===== src/verilog/alu_cfg.svh =====
`ifndef ALU_CFG_SVH
`define ALU_CFG_SVH

// full datapath width
`define ALU_XLEN 64

// width of the 32-bit operations, upper half is zeroed
`define ALU_HALF 32

// aux carry comes out of the low nibble
`define ALU_NIBBLE 4

// sixteen condition codes
`define ALU_COND_W 4

// c o a s z p
`define ALU_FLAG_W 6

`endif


===== src/verilog/alu_pkg.sv =====
`include "alu_cfg.svh"

package alu_pkg;

  typedef enum logic [3:0] {
    op_add,
    op_sub,
    op_and,
    op_or,
    op_xor,
    op_mov,
    op_zxt8,
    op_zxt16,
    op_sxt8,
    op_sxt16,
    op_sxt32,
    op_cmov,
    op_cset
  } alu_op_e;

  // encoding pairs a condition with its inverse in bit 0
  typedef enum logic [`ALU_COND_W-1:0] {
    cond_z,
    cond_nz,
    cond_s,
    cond_ns,
    cond_ugt,
    cond_ule,
    cond_uge,
    cond_ult,
    cond_sgt,
    cond_sle,
    cond_sge,
    cond_slt,
    cond_o,
    cond_no,
    cond_p,
    cond_np
  } alu_cond_e;

  // how retire builds the flag word
  typedef enum logic [1:0] {
    cls_add,
    cls_sub,
    cls_logic,
    cls_other
  } alu_class_e;

  typedef struct packed {
    logic c;
    logic o;
    logic a;
    logic s;
    logic z;
    logic p;
  } alu_flags_t;

  typedef struct packed {
    alu_op_e              op;
    logic                 is64;       // 0: 32-bit, upper half zeroed
    logic                 set_flags;
    alu_cond_e            cond;
    logic                 thread;
    logic [`ALU_XLEN-1:0] a;
    logic [`ALU_XLEN-1:0] b;
    alu_flags_t           flags_in;
  } alu_req_t;

  typedef struct packed {
    logic [`ALU_XLEN-1:0] result;
    alu_class_e           cls;
    logic                 is64;
    logic                 set_flags;
    logic                 thread;
    logic                 carry4;
    logic                 carry32;
    logic                 carry64;
    logic                 a_sign31;
    logic                 a_sign63;
    logic                 b_sign31;
    logic                 b_sign63;
  } alu_exec_t;

  typedef struct packed {
    logic [`ALU_XLEN-1:0] result;
    alu_flags_t           flags;
    logic                 sets_flags;
    logic                 thread;
  } alu_resp_t;

endpackage


===== src/verilog/alu_retire.sv =====
`include "alu_cfg.svh"

module alu_retire (
  input  logic                clk,
  input  logic                rst,
  input  logic                in_valid,
  input  alu_pkg::alu_exec_t  exec,
  input  logic                except,
  input  logic                except_thread,
  output logic                out_valid,
  output alu_pkg::alu_resp_t  out_resp
);

  alu_pkg::alu_exec_t     exec_q;
  logic                   valid_q;
  logic                   squash_q;
  logic                   except_q;         // exception seen one edge back
  logic                   except_thread_q;
  logic                   squash;
  logic [`ALU_XLEN-1:0]   res;
  logic                   sign;
  logic                   zero;
  logic                   parity;
  logic                   carry;
  logic                   sa;
  logic                   sb;
  logic                   flag_c;
  logic                   flag_o;
  logic                   flag_a;
  logic [`ALU_FLAG_W-1:0] flag_word;

  // same thread hit now or on the previous edge
  assign squash = (except && (except_thread == exec.thread)) ||
                  (except_q && (except_thread_q == exec.thread));

  always_ff @(posedge clk) begin
    if (rst) begin
      valid_q         <= 1'b0;
      squash_q        <= 1'b0;
      except_q        <= 1'b0;
      except_thread_q <= 1'b0;
    end else begin
      valid_q         <= in_valid;
      squash_q        <= squash;
      except_q        <= except;
      except_thread_q <= except_thread;
    end
  end

  always_ff @(posedge clk) begin
    exec_q <= exec;
  end

  assign out_valid = valid_q & ~squash_q;

  assign res    = exec_q.result;
  assign sign   = exec_q.is64 ? res[`ALU_XLEN-1] : res[`ALU_HALF-1];
  assign zero   = exec_q.is64 ? (res == '0) : (res[`ALU_HALF-1:0] == '0);
  assign parity = ~^res[7:0];  // even count of ones in low byte
  assign carry  = exec_q.is64 ? exec_q.carry64 : exec_q.carry32;
  assign sa     = exec_q.is64 ? exec_q.a_sign63 : exec_q.a_sign31;
  assign sb     = exec_q.is64 ? exec_q.b_sign63 : exec_q.b_sign31;

  always_comb begin
    flag_c = 1'b0;
    flag_o = 1'b0;
    flag_a = 1'b0;
    case (exec_q.cls)
      alu_pkg::cls_add: begin
        flag_c = carry;
        flag_o = (sa == sb) && (sign != sa);
        flag_a = exec_q.carry4;
      end
      alu_pkg::cls_sub: begin
        // borrow is the inverted carry
        flag_c = ~carry;
        flag_o = (sa != sb) && (sign != sa);
        flag_a = ~exec_q.carry4;
      end
      default: begin
        flag_c = 1'b0;
        flag_o = 1'b0;
        flag_a = 1'b0;
      end
    endcase
  end

  assign flag_word = (exec_q.cls == alu_pkg::cls_other) ? '0
                   : {flag_c, flag_o, flag_a, sign, zero, parity};

  always_comb begin
    out_resp.result     = res;
    out_resp.flags      = alu_pkg::alu_flags_t'(flag_word);
    out_resp.sets_flags = exec_q.set_flags && (exec_q.cls != alu_pkg::cls_other);
    out_resp.thread     = exec_q.thread;
  end

  reset_quiet_a: assert property (
    @(posedge clk) rst |=> !out_valid
  ) else $error("out_valid high right after reset");

endmodule


===== config.mk =====
export PLATFORM = sky130hd
export DESIGN_NAME = alu_retire
export DESIGN_NICKNAME = d
export VERILOG_FILES = /design/src/verilog/alu_pkg.sv /design/src/verilog/alu_retire.sv
export VERILOG_INCLUDE_DIRS = /design/src /design/src/verilog
export SDC_FILE = /design/constraint.sdc
export NUM_CORES = 1
export LEC_CHECK = 0
export ABC_AREA = 1
export BUFFER_PORTS_ARGS = -buffer_cell sky130_fd_sc_hd__buf_4
export CAP_MARGIN = 15
export CORE_MARGIN = 5
export CORE_UTILIZATION = 46
export DETAILED_ROUTE_END_ITERATION = 16
export PLACE_DENSITY = 0.91
export SLEW_MARGIN = 20
export SYNTH_ARGS = -nofsm -noshare
export SYNTH_HDL_FRONTEND = slang
export SYNTH_SLANG_ARGS = --single-unit
export TNS_END_PERCENT = 5

===== constraint.sdc =====
create_clock -name clk -period 1.9 [get_ports clk]
set_clock_uncertainty 0.1 [all_clocks]
set_input_delay 0.285 -clock clk [delete_from_list [all_inputs] [get_ports clk]]
set_output_delay 0.285 -clock clk [all_outputs]
set_load 0.02 [all_outputs]

==> results of run 1 <==
worst register-to-register path, delay by kind of cell (launching register included):
kind            cells  cell delay (ns)
xor+xnor            1             0.14
compound gates      1             0.14
simple gates        1             0.07
flops               1             0.31
sequential cells by signal (all words and copies together) (netlist names):
name,count
valid_q,1
except_q,1
out_resp,1
squash_q,1
res,64
except_thread_q,1
exec_q,11
per-layer routing:
metal,up-vias,track usage (%)
met5,-,0
met4,0,8.20
met3,18,6.15
met2,101,39.2
met1,1011,19.2
li1,1084,-
per-stage QoR:
step	setup TNS (ns)	instance area [um^2]	utilization [%]	setup WS (ns)
final	-0.103	4430	80.0	-0.0994
after global routing	-0.292	4430	80.0	-0.181
after CTS	-0.000983	4400	79.4	-0.000983
after detailed placement	0	3370	60.9	0.302
after global placement	0	3370	60.9	0.339
after floorplan	0	2620	-	0.314
Yosys cell counts:
library cell | number | share of area, %
o211ai_1 | 1 | 0.29
nand3_1 | 3 | 0.57
nand4_1 | 4 | 0.95
inv_1 | 21 | 3.0
nand2_1 | 24 | 3.4
a21oi_1 | 3 | 0.57
a21boi_1 | 1 | 0.29
dfxtp_1 | 80 | 61
buf_4 | 65 | 19
nor2_1 | 46 | 6.6
xor2_1 | 1 | 0.33
o21ai_0 | 3 | 0.57
xnor2_1 | 4 | 1.3
nand3_2 | 1 | 0.38
inv_2 | 1 | 0.14
ha_1 | 4 | 1.9
logic make-up after synthesis:
group / after synthesis / share of synthesized area, %
AOI/OAI and AO/OA: 8 / 1.72
xor gates and xnor gates: 5 / 1.67
adders and majority gates: 4 / 1.91
buffers and inverters: 87 / 21.7
DFF: 80 / 61.0
and+or+nand+nor: 78 / 11.9
report_power, final:
group          leakage (uW)  internal [uW]  switching (uW)
clock network     0.0000989            630             552
registers          0.000675           1770            51.3
logic               0.00137            369             273
what timing repair did:
| item | 4_1_cts | 5_1_grt |
|---|---|---|
| setup buffers | 2 | 0 |
| gates resized for setup | 18 | 11 |
| setup endpoints to repair | 2 | 3 |
| hold buffers | 76 | 0 |
| pin swaps | 12 | 4 |
| hold endpoints to repair | 76 | 0 |
final timing paths:
kind	to	slack, ns	depth (start not counted)
hold reg to reg	squash_q	0.36	2
setup reg to reg	squash_q	1.07	3
hold / removal	except_q	0.03	2
setup / recovery	out_resp[3]	-0.1	9
final cells by class:
class	instances	share of cell area, %
clock buffers	11	3.19
multi-input cells	95	11.9
flip-flops and latches	80	36.5
inverters	22	1.86
well taps	72	2.03
clock inverters	4	1.02
repair buffers	231	43.5
==> impl_results.md, run 1 <==
* Buf+Inv Stages, Crit Path at 3
* Slew of the pin with the lowest slew margin at 0.211 ns
* Hold Crit Class: input pin to register
* Total gr overflow at 0
* Syn_area_per_cell at 10.0 um^2
* Rel. slew slack at 85.9%
* CP Data Arrival Time at 1.61 ns
* Area Overhead vs Synth at 68.9%
* CP max-delay cell: dfxtp_2
* Vias per inst at 4.30
* H-Tree Depth at 3
* Fmax at 0.500 GHz
* Final min period at 2.00 ns
* DRT Pass-1 Iters at 4
* Die H at 85.5 um
* Filler Cell Count at 338
* Launch point of the worst hold path: rst
* Worst IR Drop VDD at 0.746 mV
* Pin count of the biggest net entering global routing at 13
* Mapped Area at 2620 um^2
* Highest routed layer: met4
* Overall Power at 3640 uW
* Syn Inst Count at 262
* Top Ports at 154
* Final WL at 7.64 mm
* Final nets at 524
* Met2 wire length at 4.25 mm
* Placer Congestion at 0.821
* Storage cell area at 1620 um^2
* Gr usage total at 20.1%
* Power density cells at 822 nW/um^2
* Initial DRC Count at 50
* Worst-path cell chain: inv_1 > ha_4 > nand2_1 > inv_1 > nand4_1 > nor2_1 > nand2_1 > nor2_2 > buf_6
* First-pass GRT wire length at 11.4 mm
* # rows at 27
* Critical path type: register to primary output
* Layout cell share with drive strength beyond 1 at 44.5%
* Vias at 2,214
* RR Startpoint: except_thread_q
* RSZ-0062 raised after global routing: true
* Most frequent cells in the layout: 154 x buf_4, 76 x dlygate4sd3_1, 70 x dfxtp_1
* Maxcap violations at 0
* Max Fanout on Critical Path at 2
* Multi-input logic area at 528 um^2
* Hold violation count in the final report at 0
* Post-detailed-route count of antenna-violating nets at 0
* Met3 routed WL at 581 um
* M1 WL at 2.61 mm
* Slew Limit Fails at 0
* Initial Utilization at 47.4%
* N_diodes at 0
* Number of global-route vias before repair at 2,452
* Worst Path Required at 1.51 ns
* Final Setup Violations at 2
* Crit end category: primary output
* Die area at 7310 um^2
* CP peak stage delay at 0.33 ns
* Hpwl dp at 4.86 mm
* Routed len/inst at 14.8 um
* Failing checks: setup timing
* Setup ws final at -0.0994 ns
* Residual DRC at 0
* Yosys warnings at 0
* Min Hold Slack at 0.0309 ns
* Final Non-Filler Cells at 515
* CTS tree: yes
* CTS max path bufs at 2
* Status: finished, violations left
* Critical path launch point: res[0]
* Core box area at 5540 um^2
* IO buf count at 153
* Total clock buffers created by CTS at 9
* Period Utilization, post-route at 105%
* Dpl cells at 422
* Sequential-to-total area share from yosys stat at 61.0%
* Critical path startpoint category: register
* Root Buffer: clkbuf_8
* Clk pin slew, worst setup/hold paths at 0.08 ns
* Initial antenna violation count at 0
* Most common cell after layout, fill and taps aside: buf_4
* Worst skew pair latency at 0.33 ns
* Syn_nets at 347
* Die width at 85.5 um
* Crit-path leading delay family: simple AND/OR/NAND/NOR gates
* Static Leakage at 0.00214 uW
* Synth Register Bits at 80
* Synth unique cells at 16
* CTS Sinks at 80
No activity file was read; power rests on OpenSTA's default activity.
==> inputs of run 2 (changes only) <==
clock period = 2.5 ns   (was 1.9 ns; I/O delays follow)
==> run 2 against run 1 <==
Effect of this change:
- the flow now finishes without violations
- die area is the same
- register-to-register slack better by 0.62 ns
- largest power group unchanged
- final cell count decreased by 15%
- clock power fell by 27%
- non-clock buffer count shrank 78
- via count decreased by 15%
- first-iteration DRC count shrank 18%
==> impl_results.md, run 2 (synthesized netlist as in run 1, its figures left out) <==
* Total gr overflow at 0 (unchanged)
* CTS tree: yes
* Hold Crit Class: input pin to register
* Setup Buffers After CTS at 0 (-2)
* Top Ports at 154 (unchanged)
* Vias at 1,876 (-15%)
* Pin count of the biggest net entering global routing at 13 (unchanged)
* Largest register FFs at 64 (unchanged)
* First-pass GRT wire length at 8.87 mm (-22%)
* Crit end category: primary output
* Worst skew pair latency at 0.33 ns (about the same)
* Crit-path leading delay family: flip-flops
* Residual DRC at 0 (unchanged)
* Clk pin slew, worst setup/hold paths at 0.07 ns (about the same)
* Fmax at 0.490 GHz
* Post-detailed-route count of antenna-violating nets at 0 (unchanged)
* Hpwl dp at 4.87 mm (+0.27%)
* Post-CTS sizing at 0 (-18)
* Worst path most repeated cell: xnor2_1
* Routed len/inst at 13.1 um (-11%)
* # rows at 27 (unchanged)
* DRT Pass-1 Iters at 4 (unchanged)
* IO buf count at 153 (unchanged)
* Worst-path cell chain: inv_1 > ha_1 > xnor2_1 > xnor2_1 > nor2_1 > buf_4
* Min Hold Slack at 0.0430 ns (+0.0120 ns)
* Worst IR Drop VDD at 0.547 mV (-27%)
* Hold Buf Count CTS at 0 (-100%)
* Storage cell area at 1600 um^2 (-0.93%)
* Initial antenna violation count at 0 (unchanged)
* Setup TNS at 0 ns (+0.103 ns)
* Maxcap violations at 0 (unchanged)
* Hold violation count in the final report at 0 (unchanged)
* Area Overhead vs Synth at 35.5%
* Placer Congestion at 0.821 (about the same)
* CP peak stage delay at 0.35 ns (+0.02 ns)
* Multi-input logic area at 452 um^2 (-14%)
* Max Fanout on Critical Path at 2 (unchanged)
* Filler Cell Count at 468 (+38%)
* Final Setup Violations at 0 (-2)
* Die width at 85.5 um (unchanged)
* Power density cells at 732 nW/um^2 (-11%)
* Gr usage total at 15.6% (-4.4 points)
* CP Data Arrival Time at 1.57 ns (-0.04 ns)
* Dpl cells at 422 (unchanged)
* Initial Utilization at 47.4% (unchanged)
* Most frequent cells in the layout: 153 x buf_4, 80 x dfxtp_1, 46 x nor2_1
* Final Non-Filler Cells at 438 (-15%)
* H-Tree Depth at 3 (unchanged)
* Most common cell after layout, fill and taps aside: buf_4
* Static Leakage at 0.00181 uW (-16%)
* Critical path startpoint category: register
* Initial DRC Count at 41 (-18%)
* Die area at 7310 um^2 (unchanged)
* Worst Path Required at 2.03 ns (+0.52 ns)
* CTS max path bufs at 2 (unchanged)
* RSZ-0062 raised after global routing: false
* Core box area at 5540 um^2 (unchanged)
* Slew Limit Fails at 0 (unchanged)
* Rel. slew slack at 82.6% (-3.3 points)
* N_diodes at 0 (unchanged)
* Status: complete, no violations
* Number of global-route vias before repair at 2,024 (-17%)
* CTS Sinks at 80 (unchanged)
* Slew of the pin with the lowest slew margin at 0.260 ns (+0.0496 ns)
* Final nets at 446 (-15%)
* Layout cell share with drive strength beyond 1 at 45.9% (+1.4 points)
* Critical path type: register to primary output
* Buf+Inv Stages, Crit Path at 2 (-1)
* Total clock buffers created by CTS at 9 (unchanged)
* Root Buffer: clkbuf_8
* CP max-delay cell: dfxtp_1
* Final WL at 5.75 mm (-25%)
* Die H at 85.5 um (unchanged)
* Final min period at 2.04 ns
* Vias per inst at 4.28 (-0.37%)
* Period Utilization, post-route at 81.6%
run 2: final cells by class:
| class | instances | share of cell area [%] |
|---|---|---|
| flip-flops and latches | 80 | 45.1 |
| well taps | 72 | 2.53 |
| clock buffers | 12 | 3.80 |
| clock inverters | 4 | 1.27 |
| multi-input cells | 95 | 12.7 |
| repair buffers | 153 | 32.3 |
| inverters | 22 | 2.32 |
run 2: power by group:
part           switching [uW]  internal (uW)  total (uW)
logic                     168            190         359
clock network             407            458         865
registers                35.7           1340        1380
run 2: routing by layer:
layer | vias to the layer above | track usage, % | share of wire, %
met1 | 837 | 14.4 | 32
met4 | 0 | 5.90 | 2.0
met2 | 97 | 29.0 | 54
met5 | - | 0 | 0
met3 | 13 | 7.97 | 12
li1 | 929 | - | -
run 2: worst reg2reg max path, delay by kind of cell, from the launching register on:
family / cells / cell delay (ns)
AOI/OAI and AO/OA: 1 / 0.14
xor gates and xnor gates: 1 / 0.13
DFF: 1 / 0.31
and+or+nand+nor: 1 / 0.07
run 2: worst paths after layout:
kind,start,end,slack (ns),depth (start not counted)
setup / recovery,res[3],out_resp[2],0.46,6
setup reg to reg,except_thread_q,squash_q,1.69,3
hold / removal,exec[53],res[41],0.04,1
hold reg to reg,except_q,squash_q,0.35,2
run 2: through the flow:
stage / power, uW / setup slack (ns) / utilization [%] / instance area, um^2
after floorplan: 1630 / 0.824 / - / 2620
after global placement: 1760 / 0.849 / 60.9 / 3370
after detailed placement: 1770 / 0.812 / 60.9 / 3370
after CTS: 2640 / 0.442 / 64.2 / 3550
after global routing: 2730 / 0.282 / 64.2 / 3550
final: 2600 / 0.459 / 64.2 / 3550
